$ cat src/hw/cpu_macros.svh
`ifndef CPU_MACROS_SVH
`define CPU_MACROS_SVH

// Data and instruction word width
`define CPU_WIDTH 16

// General purpose registers
`define CPU_NUM_REGS 8

// Byte step between instructions
`define CPU_INSTR_SIZE 2

// Return address target of callr
`define CPU_LINK_REG 7

// All-ones word, also IR reset value
`define CPU_NOP {`CPU_WIDTH{1'b1}}

`endif

$ cat src/hw/cpu_pkg.sv
`default_nettype none

package cpu_pkg;

  // Opcode field, instruction bits 4:0
  typedef enum logic [4:0] {
    OP_MV    = 5'h00,
    OP_ADD   = 5'h01,
    OP_SUB   = 5'h02,
    OP_CMP   = 5'h03,
    OP_LD    = 5'h04,
    OP_ST    = 5'h05,
    OP_JR    = 5'h08,
    OP_CALLR = 5'h0C,
    OP_MVI   = 5'h10,
    OP_ADDI  = 5'h11,
    OP_SUBI  = 5'h12,
    OP_CMPI  = 5'h13,
    OP_MVHI  = 5'h16,
    OP_J     = 5'h18,
    OP_JZ    = 5'h19,
    OP_JN    = 5'h1A,
    OP_NOP   = 5'h1F
  } opcode_e;

  typedef enum logic {ALU_ADD, ALU_SUB} alu_op_e;

  // Next PC source
  typedef enum logic [1:0] {PC_SEQ, PC_JMP, PC_REG} pc_sel_e;

  // Fetch address source
  typedef enum logic [1:0] {ADDR_PC, ADDR_JMP, ADDR_REG} pc_addr_sel_e;

  // Operand sources, A never picks SRC_IMM8
  typedef enum logic [1:0] {SRC_RF, SRC_ALU_FWD, SRC_MEM_FWD, SRC_IMM8} alu_b_sel_e;
  typedef alu_b_sel_e alu_a_sel_e;

  // Writeback data source
  typedef enum logic [2:0] {WB_IMM8, WB_HIGH, WB_ALU, WB_PC, WB_MEM, WB_RY} rf_sel_e;

endpackage

`default_nettype wire

$ cat src/hw/cpu_ctrl_if.sv
`timescale 1ns/1ps
`default_nettype none
`include "cpu_macros.svh"

interface cpu_ctrl_if;

  // Load enables
  logic pc_ld, pc_d_ld, pc_e_ld, pc_w_ld;
  logic ir_e_ld, ir_w_ld;
  logic alu_r_ld, alu_n_ld, alu_z_ld, data_w_ld;
  // Squash of the word entering E
  logic ir_e_bubble;

  // Mux selects
  cpu_pkg::pc_sel_e      pc_sel;
  cpu_pkg::pc_addr_sel_e pc_addr_sel;
  cpu_pkg::alu_a_sel_e   alu_a_sel;
  cpu_pkg::alu_b_sel_e   alu_b_sel;
  cpu_pkg::alu_op_e      alu_op;
  cpu_pkg::rf_sel_e      rf_sel;
  logic                  rf_write, rf_link;

  // Status back from datapath
  logic [`CPU_WIDTH-1:0] ir_d, ir_e, ir_w;
  logic                  flag_n, flag_z, flag_n_now, flag_z_now;

  modport ctrl (
    output pc_ld, pc_d_ld, pc_e_ld, pc_w_ld, ir_e_ld, ir_w_ld,
    output alu_r_ld, alu_n_ld, alu_z_ld, data_w_ld, ir_e_bubble,
    output pc_sel, pc_addr_sel, alu_a_sel, alu_b_sel, alu_op, rf_sel, rf_write, rf_link,
    input  ir_d, ir_e, ir_w, flag_n, flag_z, flag_n_now, flag_z_now
  );

  modport dp (
    input  pc_ld, pc_d_ld, pc_e_ld, pc_w_ld, ir_e_ld, ir_w_ld,
    input  alu_r_ld, alu_n_ld, alu_z_ld, data_w_ld, ir_e_bubble,
    input  pc_sel, pc_addr_sel, alu_a_sel, alu_b_sel, alu_op, rf_sel, rf_write, rf_link,
    output ir_d, ir_e, ir_w, flag_n, flag_z, flag_n_now, flag_z_now
  );

endinterface

`default_nettype wire

$ cat src/hw/alu.sv
`timescale 1ns/1ps
`default_nettype none

module alu #(
  parameter int WIDTH = 16
) (
  input  var  cpu_pkg::alu_op_e   i_op,
  input  wire logic [WIDTH-1:0]   i_a,
  input  wire logic [WIDTH-1:0]   i_b,
  output logic      [WIDTH-1:0]   o_result,
  output logic                    o_n,
  output logic                    o_z
);

  // cmp and cmpi reuse the subtract path
  always_comb begin
    case (i_op)
      cpu_pkg::ALU_SUB: o_result = i_a - i_b;
      default:          o_result = i_a + i_b;
    endcase
  end

  // Sign bit and all-zero result
  assign o_n = o_result[WIDTH-1];
  assign o_z = (o_result == '0);

endmodule

`default_nettype wire

$ cat src/hw/cpu_control.sv
`timescale 1ns/1ps
`default_nettype none
`include "cpu_macros.svh"

module cpu_control (
  input  wire logic i_clk,
  input  wire logic i_reset,
  cpu_ctrl_if.ctrl  ctrl,
  output logic      o_ldst_write
);

  localparam int              RA_W = $clog2(`CPU_NUM_REGS);
  localparam logic [RA_W-1:0] LINK = `CPU_LINK_REG;

  // Arithmetic forms, these update N and Z
  function automatic logic sets_flags(cpu_pkg::opcode_e op);
    return op inside {cpu_pkg::OP_ADD, cpu_pkg::OP_SUB, cpu_pkg::OP_CMP,
                      cpu_pkg::OP_ADDI, cpu_pkg::OP_SUBI, cpu_pkg::OP_CMPI};
  endfunction

  // Anything with a register result
  function automatic logic writes_rf(cpu_pkg::opcode_e op);
    return op inside {cpu_pkg::OP_MV, cpu_pkg::OP_ADD, cpu_pkg::OP_SUB, cpu_pkg::OP_MVI,
                      cpu_pkg::OP_ADDI, cpu_pkg::OP_SUBI, cpu_pkg::OP_MVHI,
                      cpu_pkg::OP_LD, cpu_pkg::OP_CALLR};
  endfunction

  cpu_pkg::opcode_e    op_d, op_e, op_w;
  cpu_pkg::alu_b_sel_e fwd_src;
  logic                r_first, d_kill, jump_reg_e, take_d;
  logic                flag_n_sel, flag_z_sel, wr_w;
  logic [RA_W-1:0]     rx_e, ry_e, dst_w;

  assign op_d = cpu_pkg::opcode_e'(ctrl.ir_d[4:0]);
  assign op_e = cpu_pkg::opcode_e'(ctrl.ir_e[4:0]);
  assign op_w = cpu_pkg::opcode_e'(ctrl.ir_w[4:0]);

  // Fetch data in the first cycle is stale
  always_ff @(posedge i_clk or posedge i_reset) begin
    if (i_reset) begin
      r_first <= 1'b1;
    end else begin
      r_first <= 1'b0;
    end
  end

  // jr/callr redirect from E, one bubble over the word in D
  assign jump_reg_e       = (op_e == cpu_pkg::OP_JR) || (op_e == cpu_pkg::OP_CALLR);
  assign d_kill           = r_first || jump_reg_e;
  assign ctrl.ir_e_bubble = d_kill;

  // Flags of an arithmetic op in E are not yet registered
  assign flag_n_sel = sets_flags(op_e) ? ctrl.flag_n_now : ctrl.flag_n;
  assign flag_z_sel = sets_flags(op_e) ? ctrl.flag_z_now : ctrl.flag_z;

  // Branch decision in D
  always_comb begin
    take_d = 1'b0;
    if (!d_kill) begin
      case (op_d)
        cpu_pkg::OP_J:  take_d = 1'b1;
        cpu_pkg::OP_JZ: take_d = flag_z_sel;
        cpu_pkg::OP_JN: take_d = flag_n_sel;
        default:        take_d = 1'b0;
      endcase
    end
  end

  // Fetch redirect, register jump wins over D
  always_comb begin
    if (jump_reg_e) begin
      ctrl.pc_sel      = cpu_pkg::PC_REG;
      ctrl.pc_addr_sel = cpu_pkg::ADDR_REG;
    end else if (take_d) begin
      ctrl.pc_sel      = cpu_pkg::PC_JMP;
      ctrl.pc_addr_sel = cpu_pkg::ADDR_JMP;
    end else begin
      ctrl.pc_sel      = cpu_pkg::PC_SEQ;
      ctrl.pc_addr_sel = cpu_pkg::ADDR_PC;
    end
  end

  // Memory never stalls, the main pipe always advances
  assign ctrl.pc_ld   = 1'b1;
  assign ctrl.pc_d_ld = 1'b1;
  assign ctrl.ir_e_ld = 1'b1;
  assign ctrl.ir_w_ld = 1'b1;
  // Return address only travels for callr
  assign ctrl.pc_e_ld = (op_d == cpu_pkg::OP_CALLR) && !d_kill;
  assign ctrl.pc_w_ld = (op_e == cpu_pkg::OP_CALLR);

  // Execute stage
  assign ctrl.alu_op    = (op_e inside {cpu_pkg::OP_SUB, cpu_pkg::OP_SUBI,
                                        cpu_pkg::OP_CMP, cpu_pkg::OP_CMPI}) ?
                          cpu_pkg::ALU_SUB : cpu_pkg::ALU_ADD;
  assign ctrl.alu_r_ld  = sets_flags(op_e) && (op_e != cpu_pkg::OP_CMP) &&
                          (op_e != cpu_pkg::OP_CMPI);
  assign ctrl.alu_n_ld  = sets_flags(op_e);
  assign ctrl.alu_z_ld  = sets_flags(op_e);
  assign ctrl.data_w_ld = (op_e == cpu_pkg::OP_MV) || (op_e == cpu_pkg::OP_MVHI);
  assign o_ldst_write   = (op_e == cpu_pkg::OP_ST);

  // W to E forwarding on destination match
  assign rx_e    = ctrl.ir_e[7:5];
  assign ry_e    = ctrl.ir_e[10:8];
  assign wr_w    = writes_rf(op_w);
  assign dst_w   = (op_w == cpu_pkg::OP_CALLR) ? LINK : ctrl.ir_w[7:5];
  assign fwd_src = (op_w == cpu_pkg::OP_LD) ? cpu_pkg::SRC_MEM_FWD : cpu_pkg::SRC_ALU_FWD;

  assign ctrl.alu_a_sel = (wr_w && (dst_w == rx_e)) ? fwd_src : cpu_pkg::SRC_RF;

  // imm8 forms take B from the instruction
  assign ctrl.alu_b_sel = (op_e inside {cpu_pkg::OP_MVI, cpu_pkg::OP_ADDI, cpu_pkg::OP_SUBI,
                                        cpu_pkg::OP_CMPI, cpu_pkg::OP_MVHI}) ?
                          cpu_pkg::SRC_IMM8 :
                          (wr_w && (dst_w == ry_e)) ? fwd_src : cpu_pkg::SRC_RF;

  // Writeback stage
  assign ctrl.rf_write = wr_w;
  assign ctrl.rf_link  = (op_w == cpu_pkg::OP_CALLR);

  always_comb begin
    case (op_w)
      cpu_pkg::OP_MVI:   ctrl.rf_sel = cpu_pkg::WB_IMM8;
      cpu_pkg::OP_MVHI:  ctrl.rf_sel = cpu_pkg::WB_HIGH;
      cpu_pkg::OP_CALLR: ctrl.rf_sel = cpu_pkg::WB_PC;
      cpu_pkg::OP_LD:    ctrl.rf_sel = cpu_pkg::WB_MEM;
      cpu_pkg::OP_MV:    ctrl.rf_sel = cpu_pkg::WB_RY;
      default:           ctrl.rf_sel = cpu_pkg::WB_ALU;
    endcase
  end

endmodule

`default_nettype wire

$ cat src/hw/cpu_datapath.sv
`timescale 1ns/1ps
`default_nettype none
`include "cpu_macros.svh"

module cpu_datapath (
  input  wire logic                  i_clk,
  input  wire logic                  i_reset,
  cpu_ctrl_if.dp                     ctrl,
  input  wire logic [`CPU_WIDTH-1:0] i_pc_rddata,
  input  wire logic [`CPU_WIDTH-1:0] i_ldst_rddata,
  output logic      [`CPU_WIDTH-1:0] o_pc_addr,
  output logic      [`CPU_WIDTH-1:0] o_ldst_addr,
  output logic      [`CPU_WIDTH-1:0] o_ldst_wrdata
);

  localparam int              DW   = `CPU_WIDTH;
  localparam int              RA_W = $clog2(`CPU_NUM_REGS);
  localparam logic [DW-1:0]   STEP = `CPU_INSTR_SIZE;
  localparam logic [RA_W-1:0] LINK = `CPU_LINK_REG;

  // Stage registers
  logic [DW-1:0]   r_pc, r_pc_d, r_pc_e, r_pc_w;
  logic [DW-1:0]   r_ir_e, r_ir_w;
  logic [DW-1:0]   r_alu_r, r_data_w;
  logic            r_flag_n, r_flag_z;

  logic [DW-1:0]   ir_e_in, imm11_d, imm8_e, imm8_w;
  logic [DW-1:0]   pc_seq, jmp_pc, pc_in, pc_ret_w;
  logic [DW-1:0]   rf_datax, rf_datay, rf_data_in;
  logic [RA_W-1:0] rf_addrw;
  logic [DW-1:0]   op_a, op_b, alu_out, mv_data;
  logic            alu_n, alu_z;

  regfile #(
    .WIDTH   (DW),
    .NUMREGS (`CPU_NUM_REGS)
  ) u_regfile (
    .i_clk,
    .i_reset,
    .i_write   (ctrl.rf_write),
    .i_addrw   (rf_addrw),
    .i_addrx   (i_pc_rddata[7:5]),
    .i_addry   (i_pc_rddata[10:8]),
    .i_data_in (rf_data_in),
    .o_datax   (rf_datax),
    .o_datay   (rf_datay)
  );

  alu #(
    .WIDTH (DW)
  ) u_alu (
    .i_op     (ctrl.alu_op),
    .i_a      (op_a),
    .i_b      (op_b),
    .o_result (alu_out),
    .o_n      (alu_n),
    .o_z      (alu_z)
  );

  // Control state of the pipe
  always_ff @(posedge i_clk or posedge i_reset) begin
    if (i_reset) begin
      r_pc     <= '0;
      r_pc_d   <= '0;
      r_ir_e   <= `CPU_NOP;
      r_ir_w   <= `CPU_NOP;
      r_flag_n <= 1'b0;
      r_flag_z <= 1'b0;
    end else begin
      if (ctrl.pc_ld)    r_pc     <= pc_in;
      // Address actually fetched, whatever its source
      if (ctrl.pc_d_ld)  r_pc_d   <= o_pc_addr;
      if (ctrl.ir_e_ld)  r_ir_e   <= ir_e_in;
      if (ctrl.ir_w_ld)  r_ir_w   <= r_ir_e;
      if (ctrl.alu_n_ld) r_flag_n <= alu_n;
      if (ctrl.alu_z_ld) r_flag_z <= alu_z;
    end
  end

  // Payload registers
  always_ff @(posedge i_clk) begin
    if (ctrl.pc_e_ld)   r_pc_e   <= r_pc_d;
    if (ctrl.pc_w_ld)   r_pc_w   <= r_pc_e;
    if (ctrl.alu_r_ld)  r_alu_r  <= alu_out;
    if (ctrl.data_w_ld) r_data_w <= mv_data;
  end

  // Fetch, r_pc is the sequential fetch address
  assign imm11_d = {{(DW-11){i_pc_rddata[15]}}, i_pc_rddata[15:5]};
  assign pc_seq  = r_pc + STEP;
  // Own address plus 2 plus twice imm11
  assign jmp_pc  = r_pc_d + STEP + {imm11_d[DW-2:0], 1'b0};

  always_comb begin
    case (ctrl.pc_addr_sel)
      cpu_pkg::ADDR_JMP: o_pc_addr = jmp_pc;
      cpu_pkg::ADDR_REG: o_pc_addr = op_a;
      default:           o_pc_addr = r_pc;
    endcase
  end

  always_comb begin
    case (ctrl.pc_sel)
      cpu_pkg::PC_JMP: pc_in = jmp_pc + STEP;
      cpu_pkg::PC_REG: pc_in = op_a + STEP;
      default:         pc_in = pc_seq;
    endcase
  end

  // Decode, killed words become nop
  assign ir_e_in = ctrl.ir_e_bubble ? `CPU_NOP : i_pc_rddata;

  // Execute operands with W forwarding
  assign imm8_e = {{(DW-8){r_ir_e[15]}}, r_ir_e[15:8]};

  always_comb begin
    case (ctrl.alu_a_sel)
      cpu_pkg::SRC_ALU_FWD: op_a = rf_data_in;
      cpu_pkg::SRC_MEM_FWD: op_a = i_ldst_rddata;
      default:              op_a = rf_datax;
    endcase
    case (ctrl.alu_b_sel)
      cpu_pkg::SRC_ALU_FWD: op_b = rf_data_in;
      cpu_pkg::SRC_MEM_FWD: op_b = i_ldst_rddata;
      cpu_pkg::SRC_IMM8:    op_b = imm8_e;
      default:              op_b = rf_datay;
    endcase
  end

  // Rx for mvhi low byte, Ry for mv
  assign mv_data = (ctrl.alu_b_sel == cpu_pkg::SRC_IMM8) ? op_a : op_b;

  // Store address Ry, data Rx
  assign o_ldst_addr   = op_b;
  assign o_ldst_wrdata = op_a;

  // Writeback
  assign imm8_w   = {{(DW-8){r_ir_w[15]}}, r_ir_w[15:8]};
  assign pc_ret_w = r_pc_w + STEP;
  assign rf_addrw = ctrl.rf_link ? LINK : r_ir_w[7:5];

  always_comb begin
    case (ctrl.rf_sel)
      cpu_pkg::WB_IMM8: rf_data_in = imm8_w;
      cpu_pkg::WB_HIGH: rf_data_in = {r_ir_w[15:8], r_data_w[7:0]};
      cpu_pkg::WB_PC:   rf_data_in = pc_ret_w;
      cpu_pkg::WB_MEM:  rf_data_in = i_ldst_rddata;
      cpu_pkg::WB_RY:   rf_data_in = r_data_w;
      default:          rf_data_in = r_alu_r;
    endcase
  end

  // Status to control
  assign ctrl.ir_d       = i_pc_rddata;
  assign ctrl.ir_e       = r_ir_e;
  assign ctrl.ir_w       = r_ir_w;
  assign ctrl.flag_n     = r_flag_n;
  assign ctrl.flag_z     = r_flag_z;
  assign ctrl.flag_n_now = alu_n;
  assign ctrl.flag_z_now = alu_z;

endmodule

`default_nettype wire

$ cat src/hw/cpu_top.sv
`timescale 1ns/1ps
`default_nettype none
`include "cpu_macros.svh"

module cpu_top (
  input  wire logic                  i_clk,
  input  wire logic                  i_reset,
  // Instruction memory, data in the cycle after the address
  input  wire logic [`CPU_WIDTH-1:0] i_pc_rddata,
  output logic      [`CPU_WIDTH-1:0] o_pc_addr,
  // Data memory, strobe and address in E
  input  wire logic [`CPU_WIDTH-1:0] i_ldst_rddata,
  output logic      [`CPU_WIDTH-1:0] o_ldst_addr,
  output logic      [`CPU_WIDTH-1:0] o_ldst_wrdata,
  output logic                       o_ldst_write
);

  // Enables and selects one way, IR words and flags back
  cpu_ctrl_if ctrl_bus ();

  cpu_control u_control (
    .i_clk,
    .i_reset,
    .ctrl         (ctrl_bus.ctrl),
    .o_ldst_write
  );

  cpu_datapath u_datapath (
    .i_clk,
    .i_reset,
    .ctrl          (ctrl_bus.dp),
    .i_pc_rddata,
    .i_ldst_rddata,
    .o_pc_addr,
    .o_ldst_addr,
    .o_ldst_wrdata
  );

endmodule

`default_nettype wire

$ cat src/hw/regfile.sv
`timescale 1ns/1ps
`default_nettype none

module regfile #(
  parameter int WIDTH   = 16,
  parameter int NUMREGS = 8
) (
  input  wire logic                       i_clk,
  input  wire logic                       i_reset,
  input  wire logic                       i_write,
  input  wire logic [$clog2(NUMREGS)-1:0] i_addrw,
  input  wire logic [$clog2(NUMREGS)-1:0] i_addrx,
  input  wire logic [$clog2(NUMREGS)-1:0] i_addry,
  input  wire logic [WIDTH-1:0]           i_data_in,
  output logic      [WIDTH-1:0]           o_datax,
  output logic      [WIDTH-1:0]           o_datay
);

  logic [WIDTH-1:0] r_regs [NUMREGS];

  // Register array
  always_ff @(posedge i_clk or posedge i_reset) begin
    if (i_reset) begin
      r_regs <= '{default: '0};
    end else if (i_write) begin
      r_regs[i_addrw] <= i_data_in;
    end
  end

  // Flopped read ports, address in D and data in E
  always_ff @(posedge i_clk or posedge i_reset) begin
    if (i_reset) begin
      o_datax <= '0;
      o_datay <= '0;
    end else begin
      // Same-edge write passes straight through
      o_datax <= (i_write && (i_addrw == i_addrx)) ? i_data_in : r_regs[i_addrx];
      o_datay <= (i_write && (i_addrw == i_addry)) ? i_data_in : r_regs[i_addry];
    end
  end

endmodule

`default_nettype wire

$ cat config.mk
export PLATFORM = sky130hd
export DESIGN_NAME = cpu_top
export DESIGN_NICKNAME = d
export VERILOG_FILES = /design/src/hw/cpu_pkg.sv /design/src/hw/cpu_ctrl_if.sv /design/src/hw/alu.sv /design/src/hw/cpu_control.sv /design/src/hw/cpu_datapath.sv /design/src/hw/cpu_top.sv /design/src/hw/regfile.sv
export VERILOG_INCLUDE_DIRS = /design/src /design/src/hw
export SDC_FILE = /design/constraint.sdc
export NUM_CORES = 1
export LEC_CHECK = 0
export BUFFER_PORTS_ARGS = -buffer_cell sky130_fd_sc_hd__buf_2
export CORE_MARGIN = 5
export CORE_UTILIZATION = 50
export DETAILED_ROUTE_END_ITERATION = 10
export GPL_TIMING_DRIVEN = 0
export PLACE_DENSITY = 0.67
export REMOVE_ABC_BUFFERS = 1
export SETUP_SLACK_MARGIN = 0.5
export SLEW_MARGIN = 15
export SYNTH_ARGS = -nofsm -noshare
export SYNTH_HDL_FRONTEND = slang
export SYNTH_HIERARCHICAL = 1
export SYNTH_SLANG_ARGS = --single-unit
$ cat constraint.sdc
create_clock -name i_clk -period 11.19 [get_ports i_clk]
set_input_delay 2.238 -clock i_clk [delete_from_list [all_inputs] [get_ports i_clk]]
set_output_delay 2.238 -clock i_clk [all_outputs]
set_load 0.01 [all_outputs]
---- After elaboration in Yosys (flattened, before gate mapping) ----
Index checks and enable logic that the tools add are counted.
word-level totals
  flip-flop bits (word level) ............. 291
  bits of input ports ..................... 34
operators by class
  $add $sub $neg .......................... 8
  order comparisons ....................... 4
  equal/unequal tests ..................... 40
  multiplexer cells ....................... 32
  bitwise gates (word level) .............. 3
  reduce and logical (&&, ||, !) cells .... 20
operators with widths
  operator                 count
  $mux W16                 10
  $bwmux W128              1
  $bmux W16 S3             2
  $pmux W16 S2             3
  $add A16 B2 Y16 const B  5
  $pmux W16 S5             1
  $eq A5 B5 Y1 const B     12
  $demux W16 S3            1
  $pmux W16 S3             1
  $add A16 B16 Y16         2
  $eq A5 B4 Y1 const B     4
  $logic_not A16 Y1        1
  $sub A16 B16 Y16         1
  $eq A5 B2 Y1 const B     3
  $pmux W3 S5              1
  $eq A3 B3 Y1             4
  $ge A4 B4 Y1 const B     3
  $not A3 Y4               3
  $eq A5 B1 Y1 const B     2
  $eq A5 B3 Y1 const B     2
  $logic_not A5 Y1         2
  $mux W2                  5
  $reduce_bool A9 Y1       1
  $eq A2 B2 Y1 const B     4
  other kinds (17)         33

---- Longest topological paths before layout ----
Gate-level depths: netlist of the first run.
  word-level depth ........................ 18
  depth in mapped cells ................... 41
  gate-level depth less buffers ........... 35

---- Modules after synthesis ----
The synthesis of the first run kept the hierarchy.
modules (own cells, without submodules)
  module        instances  cells each  area an instance (µm²)  sequential area each (µm²)
  cpu_datapath  1          767         8,464.4                 3,613.5
  regfile       1          485         8,313.0                 4,003.8
  alu           1          150         1,079.8                 0.0
  cpu_control   1          84          584.3                   26.3

---- Worst setup path after synthesis of the first run ----
No wires, ideal clock.
  kind .................................... input to output
  from .................................... input i_ldst_rddata[3]
  to ...................................... output o_pc_addr[1]
  arrival ................................. 7.289 ns
  data required time ...................... 8.952 ns
  slack ................................... 1.663 ns
  stages on the path ...................... 22
  path buffers ............................ 1
  cells stage by stage .................... mux2_2 -> o211ai_1 -> o21ai_2 -> mux4_2 -> or3_1 -> o21bai_1 -> xor2_1 -> ha_1 -> and3_1 -> a41o_1 -> o31a_1 -> o21a_1 -> or3_1 -> a2111oi_0 -> and4b_1 -> nand3b_1 -> a21oi_1 -> o21a_1 -> inv_1 -> ha_1 -> clkbuf_1 -> o21ai_0
on the way
  longest elaborated chain between the ends .. 12
  elaborated cells on any way between the ends .. 16
RTL lines
  element                                               RTL line              text
  start: declaration                                    cpu_top.sv:12         input wire logic [`CPU_WIDTH-1:0] i_ldst_rddata,
  $pmux W16 S5 *                                        cpu_datapath.sv:143   case (ctrl.rf_sel)
  via u_datapath.rf_data_in[3]                          cpu_datapath.sv:29    logic [DW-1:0] rf_datax, rf_datay, rf_data_in;
  $pmux W16 S3 *                                        cpu_datapath.sv:122   case (ctrl.alu_b_sel)
  via o_ldst_addr[3]                                    cpu_top.sv:13         output logic [`CPU_WIDTH-1:0] o_ldst_addr,
  $add A16 B16 Y16 or $sub A16 B16 Y16 (tied branches)  alu.sv:19, alu.sv:18
  $mux W16 *                                            alu.sv:17             case (i_op)
  $logic_not A16 Y1 *                                   alu.sv:25             assign o_z = (o_result == '0);
  via ctrl_bus.flag_z_now                               cpu_ctrl_if.sv:25     logic flag_n, flag_z, flag_n_now, flag_z_now;
  $mux W1 *                                             cpu_control.sv:54     assign flag_z_sel = sets_flags(op_e) ? ctrl.flag_z_now : ctrl.flag_z;
  $pmux W1 S3 *                                         cpu_control.sv:60     case (op_d)
  $mux W1 *                                             cpu_control.sv:59     if (!d_kill) begin
  $mux W1 *                                             cpu_control.sv:74     end else if (take_d) begin
  $mux W2 *                                             cpu_control.sv:71     if (jump_reg_e) begin
  via ctrl_bus.pc_addr_sel[0]                           cpu_ctrl_if.sv:16     cpu_pkg::pc_addr_sel_e pc_addr_sel;
  $eq A2 B2 Y1 or $eq A2 B1 Y1 (tied branches)          cpu_datapath.sv:95    case (ctrl.pc_addr_sel)
  $pmux W16 S2 *                                        cpu_datapath.sv:95
  end: declaration                                      cpu_top.sv:10         output logic [`CPU_WIDTH-1:0] o_pc_addr,
The timed path passes the listed nets; every way through them passes the cells marked *.

---- Worst setup path in the final report of the first run ----
  from .................................... input i_ldst_rddata[5]
  to ...................................... output o_pc_addr[8]
on the way
  longest elaborated chain between the ends .. 12
  elaborated cells on any way between the ends .. 16
RTL lines
  element                                               RTL line
  $pmux W16 S5 *                                        cpu_datapath.sv:143
  via u_datapath.rf_data_in[5]                          cpu_datapath.sv:29
  $pmux W16 S3 or $pmux W16 S2 (tied branches)          cpu_datapath.sv:122, cpu_datapath.sv:117
  $add A16 B16 Y16 or $sub A16 B16 Y16 (tied branches)  alu.sv:19, alu.sv:18
  $mux W16 *                                            alu.sv:17
  $logic_not A16 Y1 *                                   alu.sv:25
  via ctrl_bus.flag_z_now                               cpu_ctrl_if.sv:25
  $mux W1 *                                             cpu_control.sv:54
  $pmux W1 S3 *                                         cpu_control.sv:60
  $mux W1 *                                             cpu_control.sv:59
  $mux W1 *                                             cpu_control.sv:74
  $mux W2 *                                             cpu_control.sv:71
  via ctrl_bus.pc_addr_sel[0]                           cpu_ctrl_if.sv:16
  $eq A2 B2 Y1 or $eq A2 B1 Y1 (tied branches)          cpu_datapath.sv:95
  $pmux W16 S2 *                                        cpu_datapath.sv:95
Marks and branches as above.

==> results of run 1 <==
[metrics by stage]
step | setup TNS (ps) | hold slack [ps]
final | 0 | 416
after global routing | 0 | 425
after CTS | 0 | 419
after detailed placement | -9550 | 406
after global placement | -156850 | 403
after floorplan | -3230 | 400
[worst min path at each step]
stage / startpoint / end / slack [ps] / cells after the start
floorplan: u_datapath/r_pc_e[0] / u_datapath/r_pc_w[0] / 400 / 0
global placement: u_datapath/r_pc_e[13] / u_datapath/r_pc_w[13] / 400 / 0
detailed placement: u_datapath/r_pc_e[7] / u_datapath/r_pc_w[7] / 410 / 0
CTS: u_datapath/r_pc_e[0] / u_datapath/r_pc_w[0] / 420 / 0
global route: u_datapath/r_pc_e[8] / u_datapath/r_pc_w[8] / 420 / 0
finish: u_datapath/r_pc_e[0] / u_datapath/r_pc_w[0] / 420 / 0
[metal layers]
metal,vias to the layer above,routed length [um],GRT usage (%)
met4,4,2020,8.81
li1,5803,-,-
met3,111,3710,4.22
met1,6789,22900,36.4
met2,563,25200,41.7
met5,-,28,0
[registers in the layout, indices dropped and copies added (netlist names)]
| name | count |
|---|---|
| u_datapath/r_pc_d | 16 |
| u_datapath/r_alu_r | 16 |
| u_datapath/u_regfile/o_datax | 16 |
| u_datapath/r_pc | 16 |
| u_datapath/r_data_w | 16 |
| u_datapath/ctrl.ir_e | 16 |
| u_datapath/ctrl.flag_n | 1 |
| u_datapath/r_pc_e | 16 |
| u_control/r_first | 1 |
| u_datapath/ctrl.ir_w | 16 |
| u_datapath/ctrl.flag_z | 1 |
| u_datapath/u_regfile/r_regs | 128 |
| u_datapath/u_regfile/o_datay | 16 |
| u_datapath/r_pc_w | 16 |
[power by group through the flow]
stage / registers (mW) / logic, mW / clock network (mW)
floorplan: 1.54 / 1.35 / 0
global placement: 1.59 / 1.81 / 0
detailed placement: 1.62 / 1.84 / 0
CTS: 1.60 / 1.89 / 1.14
global route: 1.64 / 2.14 / 1.18
finish: 1.61 / 2.00 / 1.11
[placed cells by master (no fill, tap or decap), types with 33 or more instances in the layout]
cell type,n
dfrtp_1,194
buf_2,85
mux2_2,237
nor2_1,50
ha_1,48
dfstp_2,33
xnor2_1,49
edfxtp_1,64
inv_1,42
mux4_1,60
a21oi_1,53
nand2_1,66
clkbuf_16,35
[area by class of cell]
class,count,share of cell area (%)
multi-input cells,1030,49.5
flip-flops and latches,291,36.9
clock buffers,47,4.63
repair buffers,129,4.42
well taps,468,2.82
inverters,48,0.953
clock inverters,17,0.821
diodes,2,0.0241
[what timing repair did]
action,4_1_cts,5_1_grt
pin swaps,3,12
resized for setup,28,37
hold buffers,0,0
buffers inserted,6,22
endpoints found under the setup margin,27,24
==> key figures, run 1 <==
Detailed routing
  – Iter 0 DRT Violations: 1095
  – Final wirelength: 53900 um
  – WL/cell: 26.5 um
  – DRC Markers: 0
  – Post-detailed-route count of antenna-violating nets: 0
  – Initial DRT Pass Iterations: 5
  – Vias: 13.3k
  – Via density: 6.53

STA
  – RSZ-0062 raised after global routing: false
  – Worst Clk Skew: 12.4 ps
  – Max-slew violations: 0
  – Period utilization: 93.7%
  – Tmin final: 10480 ps
  – Worst slew pin tran: 1160 ps
  – Final worst setup slack: 709 ps
  – Relative slew slack: 22.2%
  – Final hold viol count: 0
  – Final setup fails: 0
  – Max Freq: 95.4 MHz

Setup path
  – Data arrival, critical path: 8240 ps
  – CP endpoint kind: primary output
  – Critical path buffers and inverters: 3
  – Worst Setup EP: o_pc_addr[8]
  – CP Class: primary input to primary output
  – CP max stage delay: 560 ps
  – Cell depth of the worst setup path: 26
  – Crit path max-delay family: compound AO/OA/AOI/OAI gates
  – Critical path origin: i_ldst_rddata[5]
  – R2r worst-path depth: 31
  – R2r setup slk: 1350 ps
  – Critical R2R Launch: u_datapath/ctrl.ir_w[1]
  – Critical Path Fanout Max: 11
  – Startpoint types: primary input
  – Slowest CP cell: mux4_2
  – Worst Path Required: 8950 ps
  – Worst r2r dst: u_datapath/r_pc[11]

Power
  – Leakage: 8.63 nW
  – Comb pwr share: 42.4%
  – Net Sw Power: 1.71 mW
  – Pwr/cell area: 228 nW/um^2
  – Part of the power in registers: 34.0%
  – Clock power frac: 23.6%
  – Switch share: 36.2%
  – Peak supply drop: 0.126 mV
  – Overall Power: 4.72 mW
  – P_int: 3.01 mW

Min path
  – Min-Delay Path Class: flop to flop

Yosys
  – Post-synthesis area per instance: 12.4 um^2
  – Mapped Area: 18400 um^2
  – Synth Instances: 1475
  – Synth warn: 6

Run
  – Max-cap viol count: 0

Clocking
  – CTS tree: built
  – Worst-Skew Late Latency: 540 ps
  – H-tree depth: 2
  – Clock transition at the registers of the reported paths: 50 ps
  – Clk buf depth: 3
  – Clock sinks: 291
  – Root buf cell: clkbuf_16
  – Total CTS buffers: 35

Place
  – Input/output buffers: 82
  – Routability cong.: 0.955
  – Post-DP HPWL: 37900 um
  – Post-DP Area: 19100 um^2
  – Placed Cells: 1938
  – Pre-CTS WS: -691 ps

Layout
  – Final instance area: 20700 um^2
  – Fillers: 2951
  – Area of the multi-input gates: 10300 um^2
  – Final core utilization: 56.9%
  – Net total in the final layout: 1622
  – Area grow syn2layout: 13.0%
  – Share of cells above drive strength 1: 37.3%
  – Fin cells: 2032
  – Register area: 7640 um^2

Floorplanning
  – Die footprint: 40700 um^2
  – Top Ports: 83
  – FP Rows: 70
  – Die X: 202 um
  – Starting density of the core: 50.4%
  – Die Span Y: 202 um
  – Core box area: 36400 um^2

GRT
  – Pin count of the biggest net entering global routing: 110
  – Vias in the first global route: 13.1k
  – Initial antenna violation count: 4
  – First-pass GRT wire length: 82300 um
  – All-Layer GR Usage: 26.0%
  – Grt ovf: 0

Run status
  – Status: complete, no violations
Power figures use the tool's default switching activity.
==> run 2, diff against run 1 <==
- PLACE_DENSITY: 0.67 -> 0.7
- clock period: 11.19 -> 9.55 ns (I/O delays scaled with it)
==> run 2 against run 1 <==
Clock power grew 12%. Routed wire length grew 4.7%. Register-to-register slack worse by 640 ps. Clock skew up 29 ps. Via count is 4.4% higher. Global-route usage rose by 0.75 points. Total power is 20% higher. Hold slack gained 1.3 ps. Highest routed layer is now met4.
==> key figures, run 2 (synthesized netlist as in run 1, its figures left out) <==
Run status
  – Status: complete, no violations

STA
  – Tmin final: 9460 ps
  – Final hold viol count: 0
  – Setup_tns: 0 ps
  – Relative slew slack: 3.64%
  – Worst slew pin tran: 1440 ps
  – Max Freq: 106 MHz
  – Final worst setup slack: 93.9 ps
  – Worst Clk Skew: 41.7 ps
  – Final setup fails: 0
  – RSZ-0062 raised after global routing: true
  – Max-slew violations: 0
  – Period utilization: 99.0%

Floorplanning
  – Top Ports: 83
  – Core box area: 36400 um^2
  – Die X: 202 um
  – Starting density of the core: 50.4%
  – FP Rows: 70
  – Die footprint: 40700 um^2
  – Die Span Y: 202 um

Detailed routing
  – Metal2 WL: 25600 um
  – DRC Markers: 0
  – Final wirelength: 56400 um
  – Iter 0 DRT Violations: 1412
  – WL/cell: 27.0 um
  – Post-detailed-route count of antenna-violating nets: 0
  – Uppermost layer routed: met4
  – Met1 WL: 22600 um
  – Initial DRT Pass Iterations: 6
  – Via density: 6.63
  – Vias: 13.9k
  – Metal3 WL: 4670 um

Power
  – Peak supply drop: 0.130 mV
  – Overall Power: 5.68 mW
  – Pwr/cell area: 262 nW/um^2
  – Leakage: 9.03 nW

Layout
  – Register area: 7640 um^2
  – Commonest non-fill, non-tap cell in the layout: mux2_2
  – ANT cells: 0
  – Final instance area: 21600 um^2
  – Share of cells above drive strength 1: 42.6%
  – Net total in the final layout: 1685
  – Fin cells: 2089
  – Biggest register: u_datapath/u_regfile/r_regs
  – Most frequent cells in the layout: mux2_2 (235), dfrtp_1 (194), buf_4 (80)
  – Area grow syn2layout: 17.9%
  – Fillers: 2801
  – Area of the multi-input gates: 10700 um^2
  – Max FFs per register: 128

GRT
  – Grt ovf: 0
  – First-pass GRT wire length: 84300 um
  – All-Layer GR Usage: 26.8%
  – Pin count of the biggest net entering global routing: 118
  – Initial antenna violation count: 1
  – Vias in the first global route: 13.7k

Setup path
  – Critical R2R Launch: u_datapath/ctrl.ir_w[2]
  – Critical Path Fanout Max: 8
  – Worst Path Required: 7640 ps
  – CP Class: flop to primary output
  – Startpoint types: flop
  – CP max stage delay: 620 ps
  – Crit path top cell by count: or3_4
  – Worst r2r dst: u_datapath/r_pc[11]
  – CP endpoint kind: primary output
  – Crit path max-delay family: simple AND/OR/NAND/NOR gates
  – Data arrival, critical path: 7550 ps
  – R2r setup slk: 710 ps
  – R2r worst-path depth: 32
  – Slowest CP cell: dfstp_2
  – Critical path buffers and inverters: 3

Clocking
  – Worst-Skew Late Latency: 570 ps
  – CTS tree: built
  – CTS Hold Buffers Added: 0
  – Root buf cell: clkbuf_16
  – Total CTS buffers: 34
  – Clock transition at the registers of the reported paths: 60 ps
  – H-tree depth: 2
  – Clk buf depth: 3
  – Clock sinks: 291

Place
  – Post-DP HPWL: 37100 um
  – Routability cong.: 0.949
  – Placed Cells: 1940
  – Input/output buffers: 82
  – Post-DP Area: 19100 um^2
  – Pre-CTS WS: -1670 ps

Run
  – Max-cap viol count: 0

Min path
  – Min-Delay Path Class: flop to flop
  – Hold Crit Endpoint: u_datapath/r_pc_w[0]
  – Hold Path Stages: 0
  – Min-delay src: u_datapath/r_pc_e[0]
-- run 2: cell count changes in the layout (fill, tap and decap cells not counted), moves of 7 or more --
| cell | previous run | this run |
|---|---|---|
| a21oi_2 | 4 | 11 |
| buf_4 | 26 | 80 |
| a21oi_1 | 53 | 45 |
| o21ai_2 | 6 | 13 |
| buf_6 | 6 | 15 |
-- run 2: layout make-up --
cell class | count | share of cell area [%]
flip-flops and latches | 291 | 35.3
clock buffers | 48 | 4.31
inverters | 48 | 0.925
repair buffers | 191 | 6.92
clock inverters | 11 | 0.480
well taps | 468 | 2.71
multi-input cells | 1032 | 49.3
-- run 2: metrics by stage --
stage / utilization [%] / hold slack, ps
floorplan: - / 400
global placement: 51.5 / 407
detailed placement: 52.5 / 406
CTS: 58.3 / 420
global route: 59.4 / 429
finish: 59.4 / 418
-- run 2: repair_timing --
action	in CTS	in global routing
setup endpoints to repair	47	27
buffers inserted	63	22
cloned	3	2
pin swaps	39	32
gates resized for setup	129	42
-- run 2: worst max-delay path by stage --
stage	startpoint	end	slack, ps	cells after the start
floorplan	u_datapath/ctrl.ir_w[4]	o_pc_addr[15]	-1630	22
global placement	u_datapath/ctrl.ir_w[4]	o_pc_addr[3]	-5390	25
finish	u_datapath/ctrl.ir_w[2]	o_pc_addr[12]	90	28
global route	u_datapath/ctrl.ir_w[2]	o_pc_addr[1]	-120	29
CTS	i_ldst_rddata[3]	o_pc_addr[12]	120	25
detailed placement	u_datapath/ctrl.ir_w[1]	o_pc_addr[3]	-1670	24
-- run 2: layer usage --
layer  vias to the layer above  track usage, %
met5                         -               0
met4                         0            14.2
met3                       203            5.43
met2                       733            41.5
met1                      6988            35.7
li1                       5928               -
-- run 2: report_power, final --
part	switching (mW)	internal, mW
Combinational	1.33	1.21
Clock	0.532	0.713
Sequential	0.225	1.66
==> run 3, diff against run 2 <==
- CORE_ASPECT_RATIO: default -> 0.7
==> run 3 against run 2 <==
The run now ends with setup timing left. Routed wire length grew 3.6%. Die area grew 0.15%. Sequential share of layout area shrank 1.2 points. Sequential power is essentially flat. Utilization grew 2.8 points. Flip-flop and latch count is the same. Via count grew 3.1%. Clock skew shrank 30 ps. Highest routed layer is now met5. Largest cell class unchanged.
==> key figures, run 3 (synthesized netlist as in run 1, its figures left out) <==
Clocking
  – CTS Hold Buffers Added: 0
  – Total CTS buffers: 29
  – Clk buf depth: 3
  – H-tree depth: 1
  – Root buf cell: clkbuf_16
  – Clock sinks: 291
  – Clock transition at the registers of the reported paths: 70 ps
  – Worst-Skew Late Latency: 570 ps
  – CTS tree: built

Power
  – Pwr/cell area: 261 nW/um^2
  – Peak supply drop: 0.160 mV
  – Overall Power: 5.86 mW
  – Leakage: 9.40 nW

GRT
  – Grt ovf: 0
  – All-Layer GR Usage: 27.2%
  – Vias in the first global route: 13.8k
  – Pin count of the biggest net entering global routing: 106
  – Initial antenna violation count: 2
  – First-pass GRT wire length: 84800 um

Floorplanning
  – Top Ports: 83
  – Core box area: 36100 um^2
  – Die footprint: 40700 um^2
  – Starting density of the core: 50.9%
  – Die X: 239 um
  – Die Span Y: 170 um
  – FP Rows: 58

STA
  – Setup_tns: -329 ps
  – RSZ-0062 raised after global routing: true
  – Max Freq: 104 MHz
  – Max-slew violations: 0
  – Worst slew pin tran: 1220 ps
  – Final setup fails: 6
  – Period utilization: 101%
  – Worst Clk Skew: 11.8 ps
  – Tmin final: 9640 ps
  – Final hold viol count: 0
  – Relative slew slack: 18.5%
  – WHS: 419 ps
  – Final worst setup slack: -85.7 ps

Layout
  – Biggest register: u_datapath/u_regfile/r_regs
  – Fillers: 2639
  – Final core utilization: 62.1%
  – Area grow syn2layout: 22.1%
  – Most frequent cells in the layout: mux2_2 (233), dfrtp_1 (194), buf_4 (101)
  – Net total in the final layout: 1743
  – Fin cells: 2162
  – Max FFs per register: 128
  – Area of the multi-input gates: 10800 um^2
  – Share of cells above drive strength 1: 45.7%
  – Commonest non-fill, non-tap cell in the layout: mux2_2
  – Register area: 7640 um^2

Detailed routing
  – Final wirelength: 58400 um
  – DRC Markers: 0
  – Vias: 14.3k
  – Initial DRT Pass Iterations: 6
  – Via density: 6.61
  – WL/cell: 27.0 um
  – Post-detailed-route count of antenna-violating nets: 0
  – Iter 0 DRT Violations: 1860

Setup path
  – Startpoint types: primary input
  – R2r worst-path depth: 52
  – CP Class: primary input to primary output
  – Critical Path Fanout Max: 11
  – Worst Path Required: 7640 ps
  – CP endpoint kind: primary output
  – R2r setup slk: 60 ps
  – Data arrival, critical path: 7730 ps

Place
  – Placed Cells: 1953
  – Post-DP HPWL: 37300 um
  – Routability cong.: 0.970
  – Input/output buffers: 82

Min path
  – Hold Path Stages: 0
  – Min-Delay Path Class: flop to flop

Run
  – Max-cap viol count: 0

Run status
  – Status: finished, violations left
  – Failing checks: setup timing
[run 3: critical path, stage by stage]
cell	delay [ps]
buf_2	130
mux2i_1	180
a22oi_2	120
a21oi_2	200
nor2_4	100
mux4_2	500
or3_4	440
o21bai_1	160
xor2_1	180
ha_2	310
buf_4	170
a21o_4	240
o31a_1	270
o21a_1	200
or3_4	390
a2111oi_4	330
and4b_2	360
nand3b_1	100
a21oi_1	160
o21a_2	210
ha_4	180
clkinvlp_4	230
o31a_1	330
o21ai_2	160
buf_2	160
[run 3: final cells by class]
| cell class | count | area share, % |
|---|---|---|
| Multi-Input combinational cell | 1032 | 48.1 |
| Sequential cell | 291 | 34.1 |
| Timing Repair Buffer | 254 | 9.80 |
| Clock buffer | 36 | 3.72 |
| Tap cell | 480 | 2.68 |
| Inverter | 48 | 0.899 |
| Clock inverter | 17 | 0.675 |
| Antenna cell | 4 | 0.0447 |
[run 3: per-stage QoR]
step	instance area (um^2)	worst slack (ps)
6_report	22400	-85.7
5_1_grt	22400	-294
4_1_cts	21700	84.9
3_5_place_dp	19200	-1820
3_3_place_gp	18800	-5990
2_1_floorplan	17800	-1630
[run 3: repair_timing]
| action | CTS | global route |
|---|---|---|
| gates resized for setup | 171 | 75 |
| endpoints found under the setup margin | 48 | 29 |
| gates cloned | 4 | 0 |
| setup buffers | 101 | 46 |
| pin swaps | 48 | 31 |
[run 3: power by group]
part / total [mW] / leakage (nW) / internal [mW] / switching [mW]
Combinational: 2.77 / 5.58 / 1.35 / 1.42
Clock: 1.20 / 0.486 / 0.675 / 0.522
Sequential: 1.89 / 3.34 / 1.66 / 0.228
Total: 5.86 / 9.40 / 3.69 / 2.17
[run 3: path summary, 6_finish.rpt]
check / from / end
min in group asynchronous: i_reset / u_datapath/u_regfile/r_regs[99]
max: i_ldst_rddata[5] / o_pc_addr[11]
min reg2reg: u_datapath/r_pc_e[5] / u_datapath/r_pc_w[5]
max in group asynchronous: i_reset / u_datapath/u_regfile/o_datax[14]
min: u_datapath/r_pc_e[5] / u_datapath/r_pc_w[5]
max reg2reg: u_datapath/ctrl.ir_w[3] / u_datapath/r_pc_d[11]
[run 3: routing by layer]
metal / wire length, um / part of all wire [%] / global-route usage (%)
met3: 7090 / 12 / 9.09
met2: 24300 / 42 / 38.0
met1: 25300 / 43 / 40.9
met5: 102 / 0.17 / 1.75
met4: 1720 / 2.9 / 6.74
